===== config.mk =====
export PLATFORM = sky130hd
export DESIGN_NAME = lc3b_cache
export DESIGN_NICKNAME = d
export VERILOG_FILES = /design/src/verilog/lc3b_types.sv /design/src/verilog/cache_array.sv /design/src/verilog/cache_datapath.sv /design/src/verilog/cache_control.sv /design/src/verilog/lc3b_cache.sv
export VERILOG_INCLUDE_DIRS = /design/src /design/src/include
export SDC_FILE = /design/constraint.sdc
export NUM_CORES = 2
export LEC_CHECK = 0
export BUFFER_PORTS_ARGS = -buffer_cell sky130_fd_sc_hd__buf_2
export CAP_MARGIN = 20
export CORE_UTILIZATION = 45
export DETAILED_ROUTE_END_ITERATION = 12
export PLACE_DENSITY = 0.57
export SLEW_MARGIN = 20
export SYNTH_ARGS = -nofsm -noshare
export SYNTH_HDL_FRONTEND = slang
export SYNTH_SLANG_ARGS = --single-unit

===== constraint.sdc =====
create_clock -name clk -period 13.3 [get_ports clk]
set_clock_uncertainty 0.15 [all_clocks]
set_input_delay 2.66 -clock clk [delete_from_list [all_inputs] [get_ports clk]]
set_output_delay 2.66 -clock clk [all_outputs]
set_load 0.03 [all_outputs]

===== src/include/lc3b_cache_consts.svh =====
`ifndef LC3B_CACHE_CONSTS_SVH
`define LC3B_CACHE_CONSTS_SVH

// Tag, index and byte offset of a 16-bit byte address
`define CACHE_TAG_W 9
`define CACHE_INDEX_W 3
`define CACHE_OFFSET_W 4

// Geometry
`define CACHE_SETS 8
`define CACHE_LINE_W 128
`define CACHE_WORDS 8

`endif


===== src/verilog/lc3b_types.sv =====
`default_nettype none

`include "lc3b_cache_consts.svh"

package lc3b_types;

    typedef logic [15:0] lc3b_word;
    typedef logic [`CACHE_LINE_W-1:0] lc3b_c_line;
    typedef logic [`CACHE_TAG_W-1:0] lc3b_c_tag;
    typedef logic [`CACHE_INDEX_W-1:0] lc3b_c_index;
    typedef logic [`CACHE_OFFSET_W-2:0] lc3b_c_offset;  // Word within line

    // CPU request held until cpu_resp
    typedef struct packed {
        lc3b_word address;
        lc3b_word wdata;
        logic [1:0] byte_en;                            // [1] high byte, [0] low byte
        logic read;
        logic write;
    } cpu_req_t;

    // Line transfer towards memory held until mem_resp
    typedef struct packed {
        lc3b_word address;                              // Line aligned
        lc3b_c_line wdata;
        logic read;
        logic write;
    } mem_req_t;

    typedef enum logic [1:0] {
        check,
        write_back,
        allocate
    } cache_state_e;

endpackage : lc3b_types

`default_nettype wire


===== src/verilog/cache_array.sv =====
`timescale 1ns/1ns
`default_nettype none

`include "lc3b_cache_consts.svh"

module cache_array #(
    parameter int width = 1
) (
    input logic clk,
    input logic rst,
    input logic write,
    input lc3b_types::lc3b_c_index index,
    input logic [width-1:0] datain,
    output logic [width-1:0] dataout
);

    logic [width-1:0] data [`CACHE_SETS];

    always_ff @(posedge clk) begin
        if (rst) begin
            for (int i = 0; i < `CACHE_SETS; i++) begin
                data[i] <= '0;
            end
        end else if (write) begin
            data[index] <= datain;
        end
    end

    // Read path has no register
    assign dataout = data[index];

endmodule : cache_array

`default_nettype wire


===== src/verilog/cache_datapath.sv =====
`timescale 1ns/1ns
`default_nettype none

`include "lc3b_cache_consts.svh"

module cache_datapath (
    input logic clk,
    input logic rst,
    input lc3b_types::cpu_req_t cpu_req,
    input logic hit_enable,
    input logic reload,
    input logic write_back,
    input lc3b_types::lc3b_c_line mem_rdata,
    output logic hit,
    output logic victim_dirty,
    output lc3b_types::lc3b_word cpu_rdata,
    output lc3b_types::lc3b_word mem_address,
    output lc3b_types::lc3b_c_line mem_wdata
);

    lc3b_types::lc3b_c_tag cpu_tag;
    lc3b_types::lc3b_c_index cpu_index;
    lc3b_types::lc3b_c_offset word_off;

    logic [1:0] match;
    logic [1:0] victim_sel;
    logic [1:0] fill_we;
    logic [1:0] hit_we;
    logic [1:0] valid_out;
    logic [1:0] dirty_out;
    lc3b_types::lc3b_c_tag tag_out [2];
    lc3b_types::lc3b_c_line data_out [2];

    logic lru_out;                                      // Names the victim way
    lc3b_types::lc3b_c_tag victim_tag;
    lc3b_types::lc3b_c_line hit_line;
    lc3b_types::lc3b_c_line merged_line;
    lc3b_types::lc3b_c_line line_in;
    lc3b_types::lc3b_word old_word;
    lc3b_types::lc3b_word new_word;

    assign cpu_tag = cpu_req.address[15 -: `CACHE_TAG_W];
    assign cpu_index = cpu_req.address[`CACHE_OFFSET_W +: `CACHE_INDEX_W];
    assign word_off = cpu_req.address[`CACHE_OFFSET_W-1:1];

    assign victim_sel = {lru_out, ~lru_out};

    for (genvar w = 0; w < 2; w++) begin : g_way
        assign match[w] = valid_out[w] & (tag_out[w] == cpu_tag);
        assign fill_we[w] = reload & victim_sel[w];
        assign hit_we[w] = hit_enable & cpu_req.write & match[w];

        cache_array #(.width(1)) valid_arr (
            .clk,
            .rst,
            .write(fill_we[w]),
            .index(cpu_index),
            .datain(1'b1),
            .dataout(valid_out[w])
        );

        cache_array #(.width(`CACHE_TAG_W)) tag_arr (
            .clk,
            .rst,
            .write(fill_we[w]),
            .index(cpu_index),
            .datain(cpu_tag),
            .dataout(tag_out[w])
        );

        // A fill clears dirty, a write hit sets it
        cache_array #(.width(1)) dirty_arr (
            .clk,
            .rst,
            .write(fill_we[w] | hit_we[w]),
            .index(cpu_index),
            .datain(~reload),
            .dataout(dirty_out[w])
        );

        cache_array #(.width(`CACHE_LINE_W)) data_arr (
            .clk,
            .rst,
            .write(fill_we[w] | hit_we[w]),
            .index(cpu_index),
            .datain(line_in),
            .dataout(data_out[w])
        );
    end

    // After a hit on way 0 the victim becomes way 1 and the other way round
    cache_array #(.width(1)) lru_arr (
        .clk,
        .rst,
        .write(hit_enable & hit),
        .index(cpu_index),
        .datain(match[0]),
        .dataout(lru_out)
    );

    assign hit = |match;
    assign hit_line = match[1] ? data_out[1] : data_out[0];

    always_comb begin
        old_word = hit_line[word_off*16 +: 16];
        new_word[15:8] = cpu_req.byte_en[1] ? cpu_req.wdata[15:8] : old_word[15:8];
        new_word[7:0] = cpu_req.byte_en[0] ? cpu_req.wdata[7:0] : old_word[7:0];
        merged_line = hit_line;
        merged_line[word_off*16 +: 16] = new_word;
    end

    assign line_in = reload ? mem_rdata : merged_line;
    assign cpu_rdata = old_word;

    assign victim_tag = tag_out[lru_out];
    assign victim_dirty = dirty_out[lru_out];
    assign mem_wdata = data_out[lru_out];

    always_comb begin
        if (write_back) begin
            mem_address = {victim_tag, cpu_index, {`CACHE_OFFSET_W{1'b0}}};
        end else begin
            mem_address = {cpu_tag, cpu_index, {`CACHE_OFFSET_W{1'b0}}};
        end
    end

    // A fill only ever targets a missing line, so no tag can sit in both ways
    a_one_way_match : assert property (
        @(posedge clk) disable iff (rst) !(match[0] && match[1])
    );

endmodule : cache_datapath

`default_nettype wire


===== src/verilog/cache_control.sv =====
`timescale 1ns/1ns
`default_nettype none

module cache_control (
    input logic clk,
    input logic rst,
    input lc3b_types::cpu_req_t cpu_req,
    input logic hit,
    input logic victim_dirty,
    input logic mem_resp,
    output logic cpu_resp,
    output logic hit_enable,
    output logic reload,
    output logic write_back,
    output logic mem_read,
    output logic mem_write
);

    lc3b_types::cache_state_e state;
    lc3b_types::cache_state_e next_state;
    logic request;

    assign request = cpu_req.read | cpu_req.write;

    always_ff @(posedge clk) begin
        if (rst) begin
            state <= lc3b_types::check;
        end else begin
            state <= next_state;
        end
    end

    always_comb begin
        next_state = state;
        cpu_resp = 1'b0;
        hit_enable = 1'b0;
        reload = 1'b0;
        write_back = 1'b0;
        mem_read = 1'b0;
        mem_write = 1'b0;

        case (state)
            lc3b_types::check: begin
                hit_enable = request;
                cpu_resp = request & hit;               // Zero-latency hit
                if (request && !hit) begin
                    if (victim_dirty) begin
                        next_state = lc3b_types::write_back;
                    end else begin
                        next_state = lc3b_types::allocate;
                    end
                end
            end

            lc3b_types::write_back: begin
                write_back = 1'b1;                      // Victim address and data out
                mem_write = 1'b1;
                if (mem_resp) begin
                    next_state = lc3b_types::allocate;
                end
            end

            lc3b_types::allocate: begin
                mem_read = 1'b1;
                reload = mem_resp;                      // Line lands with the response
                if (mem_resp) begin
                    next_state = lc3b_types::check;
                end
            end

            default: begin
                next_state = lc3b_types::check;
            end
        endcase
    end

    // Tag and index of the request must stay put through a miss
    a_req_held : assert property (
        @(posedge clk) disable iff (rst) request && !cpu_resp |=> $stable(cpu_req)
    );

    a_resp_needs_strobe : assert property (
        @(posedge clk) disable iff (rst) mem_resp |-> (mem_read || mem_write)
    );

endmodule : cache_control

`default_nettype wire


===== src/verilog/lc3b_cache.sv =====
`timescale 1ns/1ns
`default_nettype none

module lc3b_cache (
    input logic clk,
    input logic rst,
    input lc3b_types::cpu_req_t cpu_req,
    output logic cpu_resp,
    output lc3b_types::lc3b_word cpu_rdata,
    output lc3b_types::mem_req_t mem_req,
    input logic mem_resp,
    input lc3b_types::lc3b_c_line mem_rdata
);

    logic hit;
    logic victim_dirty;
    logic hit_enable;
    logic reload;
    logic write_back;
    logic mem_read;
    logic mem_write;
    lc3b_types::lc3b_word mem_address;
    lc3b_types::lc3b_c_line mem_wdata;

    cache_control control (
        .clk,
        .rst,
        .cpu_req,
        .hit,
        .victim_dirty,
        .mem_resp,
        .cpu_resp,
        .hit_enable,
        .reload,
        .write_back,
        .mem_read,
        .mem_write
    );

    cache_datapath datapath (
        .clk,
        .rst,
        .cpu_req,
        .hit_enable,
        .reload,
        .write_back,
        .mem_rdata,
        .hit,
        .victim_dirty,
        .cpu_rdata,
        .mem_address,
        .mem_wdata
    );

    assign mem_req = '{address: mem_address, wdata: mem_wdata,
                       read: mem_read, write: mem_write};

endmodule : lc3b_cache

`default_nettype wire


# [Yosys cells after proc, flatten, opt, wreduce, memory -nomap -nowiden]
# Memory sizes are Yosys's and may differ from the RTL's.
# Cells that the tools add are included.
# Widths: inputs -> output; s select.
[totals] regBits=2 mem_bits_rw=2232 n_memories=9
[classes] addsub=1 n_lt_le_gt_ge=2 n_eq_ne=7 n_shift=3 muxes=68 bitwise=15 n_reduce_logical=14
[mem_list] memory="datapath.g_way[0].data_arr.data" words=8 word_bits=128 rd=1 rd_ports_with_merged_regs=0 write_ports=8 line="cache_array.sv:17" rtl="logic [width-1:0] data [`CACHE_SETS];"
[mem_list] memory="datapath.g_way[1].data_arr.data" words=8 word_bits=128 rd=1 rd_ports_with_merged_regs=0 write_ports=8 line="cache_array.sv:17"
[mem_list] memory="datapath.g_way[0].tag_arr.data" words=8 word_bits=9 rd=1 rd_ports_with_merged_regs=0 write_ports=8 line="cache_array.sv:17"
[mem_list] memory="datapath.g_way[1].tag_arr.data" words=8 word_bits=9 rd=1 rd_ports_with_merged_regs=0 write_ports=8 line="cache_array.sv:17"
[mem_list] memory="datapath.g_way[0].dirty_arr.data" words=8 word_bits=1 rd=1 rd_ports_with_merged_regs=0 write_ports=8 line="cache_array.sv:17"
[mem_list] memory="datapath.g_way[0].valid_arr.data" words=8 word_bits=1 rd=1 rd_ports_with_merged_regs=0 write_ports=8 line="cache_array.sv:17"
[mem_list] memory="3 more memories"
[op_table] cell="$mux 128" n=7
[op_table] cell="$reduce_or 128->1" n=2
[op_table] cell="$bwmux 128" n=1
[op_table] cell="$shift 16x34->128 const A" n=1
[op_table] cell="$shiftx 128x8->16" n=1
[op_table] cell="$shiftx 16x34->128" n=1
[op_table] cell="$mux 9" n=5
[op_table] cell="$mux 1" n=38
[op_table] cell="$neg 7->34" n=1
[op_table] cell="$mux 3" n=9
[op_table] cell="$eq 9x9->1" n=2
[op_table] cell="$reduce_or 9->1" n=2
[op_table] cell="$mux 16" n=1
[op_table] cell="$mux 8" n=2
[op_table] cell="$and 1x1->1" n=9
[op_table] cell="$mux 2" n=4
[op_table] cell="$pmux 2 s3" n=1
[op_table] cell="$reduce_or 1->1" n=5
[op_table] cell="$ne 2x2->1 const B" n=2
[op_table] cell="$or 1x1->1" n=3
[op_table] cell="$reduce_and 3->1" n=1
[op_table] cell="$eq 2x1->1 const B" n=1
[op_table] cell="$eq 2x2->1 const B" n=1
[op_table] cell="$ge 2x2->1 const B" n=1
[op_table] cell="other kinds (8)" n=9

# [Logic depth before layout (Yosys ltp)]
[depth] depth_word=10 depth_mapped=24 depth_no_buf=12

# [By module]
# From an unflattened synthesis, not the netlist that was laid out.
[hier_totals] cells_unflattened=7433 area_unflattened_um2=108537.8
[modules_own_cells] mod="cache_array (datapath.g_way[1].data_arr)" instances=1 cells_each=2750 area_per_inst_um2=45449.8 seq_area_each_um2=30749.5
[modules_own_cells] mod="cache_array (datapath.g_way[0].data_arr)" instances=1 cells_each=2742 area_per_inst_um2=45447.3 seq_area_each_um2=30749.5
[modules_own_cells] mod="cache_datapath" instances=1 cells_each=1290 area_per_inst_um2=8400.6 seq_area_each_um2=0.0
[modules_own_cells] mod="cache_array (datapath.g_way[0].tag_arr ...)" instances=2 cells_each=214 area_per_inst_um2=3374.5 seq_area_each_um2=2162.1
[modules_own_cells] mod="cache_array (datapath.g_way[0].dirty_arr ...)" instances=5 cells_each=41 area_per_inst_um2=467.9 seq_area_each_um2=240.2
[modules_own_cells] mod="cache_control" instances=1 cells_each=16 area_per_inst_um2=136.4 seq_area_each_um2=40.0
[modules_own_cells] mod="lc3b_cache" instances=1 cells_each=2 area_per_inst_um2=15.0 seq_area_each_um2=0.0

# [Worst setup path before layout]
# No wires, ideal clock.
[synth_timing] path_kind="input port to flip-flop" start="input port cpu_req[26] (netlist name)" end="memory datapath.g_way[0].data_arr.data[4][0] (netlist name), enable pin" setup_time_ps=493 arrival_time_ps=9155 required_time_ps=12657 setup_slack_ps=3502 cell_stages=18 n_path_buf=8 path_cell_list="buf_2 > buf_2 > buf_2 > buf_2 > buf_2 > buf_1 > mux4_2 > mux2i_1 > xor2_1 > nand4_1 > or4_1 > nor4_1 > nand3_1 > nand2_1 > nand2_1 > clkbuf_1 > clkbuf_1 > nand2_1"
[synth_lines] element="start: declaration" line="lc3b_cache.sv:7" rtl="input lc3b_types::cpu_req_t cpu_req,"
[synth_lines] element="end: declaration" line="cache_array.sv:17"

# [Worst setup path in the final report]
[layout_timing] start="input port cpu_req[24] (netlist name)" end="output port cpu_rdata[0]"
[layout_via] elab_chain_cells=5 word_cells_on_any_way=8 cone_classes="eq/ne: 1; shift: 1; mux: 1; bitwise: 1; memory: 4"
[layout_lines] element="$mem_v2 8x9"
[layout_lines] element="$eq 9x9->1" line="cache_datapath.sv:49" rtl="assign match[w] = valid_out[w] & (tag_out[w] == cpu_tag);"
[layout_lines] element="$and 1x1->1" line="cache_datapath.sv:49"
[layout_lines] element="$mux 128 (*)" line="cache_datapath.sv:102" rtl="assign hit_line = match[1] ? data_out[1] : data_out[0];"
[layout_lines] element="$shiftx 128x8->16 (*)" line="cache_datapath.sv:105" rtl="old_word = hit_line[word_off*16 +: 16];"
[layout_lines] element="end: declaration" line="lc3b_cache.sv:9" rtl="output lc3b_types::lc3b_word cpu_rdata,"
# Every way passes the cells marked *; elsewhere a longest branch is shown, timed or not.

==> metrics.txt <==
# TYPE chip_impl_metric gauge
chip_impl_metric{name="finalNetCount",unit=""} 8571
chip_impl_metric{name="timing.slew.headroom",unit=""} 0.0975
chip_impl_metric{name="cp_data_required_time",unit="ns"} 10.49
chip_impl_metric{name="drt.antenna.violating_nets",unit=""} 0
chip_impl_metric{name="synth-async-reset-ratio",unit=""} 0
chip_impl_info{name="r2r-end",value="datapath.g_way[0].data_arr.data[0][38]"} 1
chip_impl_metric{name="layout-drive-gt1-share",unit=""} 0.180
chip_impl_metric{name="postSynthRegisterBits",unit=""} 2234
chip_impl_info{name="critical_path.cell_chain",value="buf_8 > buf_4 > and2_2 > a22oi_1 > nand2_1 > xor2_1 > and4_4 > nand2_8 > mux4_2 > a2111oi_1 > or2_2 > buf_2"} 1
chip_impl_metric{name="setup_tns",unit="ns"} 0
chip_impl_metric{name="fillerInstances",unit=""} 19924
chip_impl_metric{name="maxClockFrequency",unit="MHz"} 85.2
chip_impl_info{name="critical_path_class",value="in2out"} 1
chip_impl_info{name="regToRegStartpoint",value="datapath.g_way[1].tag_arr.data[5][1]"} 1
chip_impl_metric{name="htree_levels",unit=""} 4
chip_impl_metric{name="syn-mean-instance-area",unit="um^2"} 12.3
chip_impl_info{name="hp-class",value="reg2reg"} 1
chip_impl_metric{name="report.final.slew_viol_count",unit=""} 0
chip_impl_metric{name="cts_buffer_depth",unit=""} 3
chip_impl_metric{name="gr-total-overflow",unit=""} 0
chip_impl_metric{name="synth_enable_flop_cells",unit=""} 2216
chip_impl_metric{name="multiInputGateArea",unit="um^2"} 33800
chip_impl_info{name="run_status",value="finished, final reports clean"} 1
chip_impl_metric{name="detailroute.via_count",unit=""} 82799
chip_impl_metric{name="wl_per_cell",unit="um"} 41.0
chip_impl_metric{name="area_of_the_placeable_core",unit="um^2"} 230000
chip_impl_metric{name="worstMarginPinSlew",unit="ns"} 1.34
chip_impl_metric{name="cts_num_sinks",unit=""} 2234
chip_impl_metric{name="area_grow_syn2layout",unit="%"} 12.2
chip_impl_info{name="worst_setup_path_start_kind",value="input port"} 1
chip_impl_metric{name="power.static_leakage",unit="nW"} 41.4
chip_impl_metric{name="synthesis.yosys.warnings",unit=""} 0
chip_impl_info{name="hold_start",value="datapath.g_way[1].valid_arr.data[4]"} 1
chip_impl_metric{name="post-route-period-util",unit=""} 0.882
chip_impl_metric{name="hold_violations",unit=""} 0
chip_impl_info{name="rsz0062_at_grt",value="false"} 1
chip_impl_metric{name="layout.area.seq",unit="um^2"} 66900
chip_impl_metric{name="cp.buffers_inverters",unit=""} 3
chip_impl_metric{name="max_cap_viol_count",unit=""} 0
chip_impl_metric{name="timing.final.crit_period",unit="ns"} 11.73
chip_impl_metric{name="die-area",unit="um^2"} 233000
chip_impl_info{name="cts_root_buffer",value="sky130_fd_sc_hd__clkbuf_16"} 1
chip_impl_metric{name="sequential_area_share_after_synthesis",unit=""} 0.644
chip_impl_metric{name="cts_hold_buf",unit=""} 0
chip_impl_metric{name="port-buffer-count",unit=""} 324
chip_impl_metric{name="hpwl",unit="mm"} 262
chip_impl_metric{name="drt_iter0_drc",unit=""} 15117
chip_impl_metric{name="buffers_inserted_by_post_cts_timing_repair",unit=""} 0
chip_impl_metric{name="worst_ep_arrival_time",unit="ns"} 8.92
chip_impl_info{name="mostFrequentLayoutCells",value="sky130_fd_sc_hd__edfxtp_1 (2216), sky130_fd_sc_hd__nor2_1 (1641), sky130_fd_sc_hd__nor3_1 (848)"} 1
chip_impl_metric{name="die-width",unit="um"} 483
chip_impl_metric{name="drtPass1Iterations",unit=""} 9
chip_impl_metric{name="grt_max_degree",unit=""} 112
chip_impl_metric{name="syn-instance-count",unit=""} 8419
chip_impl_metric{name="worst_hold_slack",unit="ns"} 0.306
chip_impl_metric{name="setup_violations",unit=""} 0
chip_impl_metric{name="track_usage",unit=""} 0.403
chip_impl_metric{name="ir_drop",unit="mV"} 0.131
chip_impl_metric{name="wirelength",unit="mm"} 477
chip_impl_metric{name="worst_path_largest_cell_delay",unit="ns"} 1.03
chip_impl_metric{name="power.density",unit="nW/um^2"} 149
chip_impl_metric{name="gpl.final_weighted_congestion",unit=""} 0.946
chip_impl_metric{name="synthDistinctLibCells",unit=""} 90
chip_impl_metric{name="cts_inserted_buffers",unit=""} 232
chip_impl_metric{name="fp-row-count",unit=""} 176
chip_impl_metric{name="post_synthesis_instance_area",unit="um^2"} 104000
chip_impl_metric{name="reg2reg_depth",unit=""} 13
chip_impl_metric{name="worst_setup_hold_path_clk_slew",unit="ns"} 0.06
chip_impl_info{name="cp-end-kind",value="output pin"} 1
chip_impl_metric{name="floorplan.initialDensity",unit=""} 0.453
chip_impl_info{name="most_common_cell_after_layout_fill_and_taps_aside",value="sky130_fd_sc_hd__edfxtp_1"} 1
chip_impl_info{name="slowest_stage",value="sky130_fd_sc_hd__a2111oi_1"} 1
chip_impl_metric{name="post_drt_via_cell_ratio",unit=""} 7.11
chip_impl_metric{name="cts_resized",unit=""} 0
chip_impl_metric{name="via_count_of_the_first_global_routing_pass",unit=""} 76822
chip_impl_metric{name="clkLatencyLatePin",unit="ns"} 0.94
chip_impl_metric{name="antenna_found_initial",unit=""} 43
chip_impl_metric{name="drc",unit=""} 0
chip_impl_info{name="timing.hold.worst_endpoint",value="datapath.g_way[1].valid_arr.data[4]"} 1
chip_impl_metric{name="r2r_setup_slack",unit="ns"} 5.90
chip_impl_info{name="cpLargestDelayFamily",value="simple AND/OR/NAND/NOR gates"} 1
chip_impl_metric{name="num_io_pins",unit=""} 330
chip_impl_metric{name="overall_die_height",unit="um"} 483
chip_impl_metric{name="hold-path-cell-count",unit=""} 1
chip_impl_info{name="synth-main-ff-cell",value="sky130_fd_sc_hd__edfxtp_1"} 1
chip_impl_metric{name="global_route_wire_length_before_repair",unit="mm"} 642
chip_impl_info{name="cts_tree",value="yes"} 1
chip_impl_metric{name="timing.critical_path.fanout_max",unit=""} 54
==> cells in the mapped netlist, drive strengths merged, types with 6 or more instances <==
library cell	count	share of area
nor4	7	0.00042
nand2	277	0.010
nand3	45	0.0022
edfxtp	2216	0.64
o22a	28	0.0024
and2	87	0.0052
buf	324	0.016
o21a	7	0.00051
clkbuf	567	0.020
nor2	1661	0.060
nand4	18	0.0011
o31ai	10	0.00072
a221o	48	0.0046
o41ai	7	0.00059
or3	15	0.00090
o311a	7	0.00067
a21o	23	0.0017
nor2b	10	0.00060
o21ai	195	0.0094
o221ai	14	0.0012
a221oi	340	0.029
a211oi	58	0.0050
mux2i	245	0.024
mux4	164	0.036
nor3	851	0.041
xor2	9	0.00076
and3	99	0.0060
xnor2	6	0.00051
a21oi	362	0.018
o31a	10	0.00084
nand2b	17	0.0010
mux2	222	0.024
a22oi	111	0.0081
a22o	44	0.0037
inv	35	0.0013
a32o	13	0.0013
o211ai	15	0.0012
dfxtp	18	0.0035
a31oi	39	0.0023
a21boi	9	0.00079
a2111oi	8	0.00088
o22ai	77	0.0047
a311oi	6	0.00075
or2	52	0.0031
==> sequential cells by signal, indices dropped and copies added, names as in the netlist <==
register and flops:
datapath.g_way.data_arr.data 2048, datapath.g_way.tag_arr.data 144, datapath.g_way.dirty_arr.data 16, datapath.g_way.valid_arr.data 16, datapath.lru_arr.data 8, control.state 2
==> per-layer routing <==
| layer | up-vias | share of wire | global-route usage |
|---|---|---|---|
| li1 | 31852 | - | - |
| met2 | 7480 | 0.42 | 0.581 |
| met4 | 34 | 0.093 | 0.307 |
| met3 | 1837 | 0.14 | 0.113 |
| met1 | 41596 | 0.34 | 0.515 |
| met5 | - | 0.00053 | 0 |
==> worst max path at each step <==
stage,cells past startpoint,to,start,slack [ns]
final,12,cpu_rdata[0],cpu_req[24],1.57
after global routing,12,cpu_rdata[12],cpu_req[24],1.63
after CTS,13,cpu_rdata[14],cpu_req[24],1.79
after detailed placement,13,cpu_rdata[14],cpu_req[24],1.81
after global placement,13,cpu_rdata[14],cpu_req[24],1.73
after floorplan,18,datapath.g_way[0].data_arr.data[4][0],cpu_req[26],3.50
==> cells by family (layout without fill, tap and decap cells) <==
group	Yosys count	after routing	share of synthesized area
adder cells (fa/ha/maj)	2	2	0.000241
AO/OA/AOI/OAI	1459	1459	0.101
multiplexers	631	631	0.0837
XOR/XNOR	15	15	0.00126
other	1	25	0.0000361
AND/OR/NAND/NOR	3150	3150	0.133
flip-flops	2234	2234	0.644
buffers and inverters	927	1099	0.0378
==> per-stage QoR <==
step                      power [mW]  utilization  cells  setup WS (ns)  cell area (um^2)
after floorplan                 9.69            -   8422           3.50            104000
after global placement          10.8        0.475  11186           1.73            109000
after detailed placement        10.8        0.475  11187           1.81            109000
after CTS                       17.2        0.507  11613           1.79            116000
after global routing            17.6        0.508  11626           1.63            117000
final                           17.4        0.508  11641           1.57            117000
==> report_power, final <==
| part | internal [mW] | switching, mW | total, mW |
|---|---|---|---|
| sequential | 7.98 | 0.0676 | 8.05 |
| clock | 3.62 | 2.90 | 6.52 |
| combinational | 0.629 | 2.17 | 2.80 |
==> final cells by class <==
cell class / count / share of cell area
antenna: 21 / 0.000451
clock buffer: 286 / 0.0522
clock inverter: 140 / 0.0110
inverter: 36 / 0.00129
multi-input combinational: 5261 / 0.290
sequential: 2234 / 0.574
tap: 3026 / 0.0325
timing repair buffer: 637 / 0.0392
Note: power is estimated with default switching activity, not from simulation.
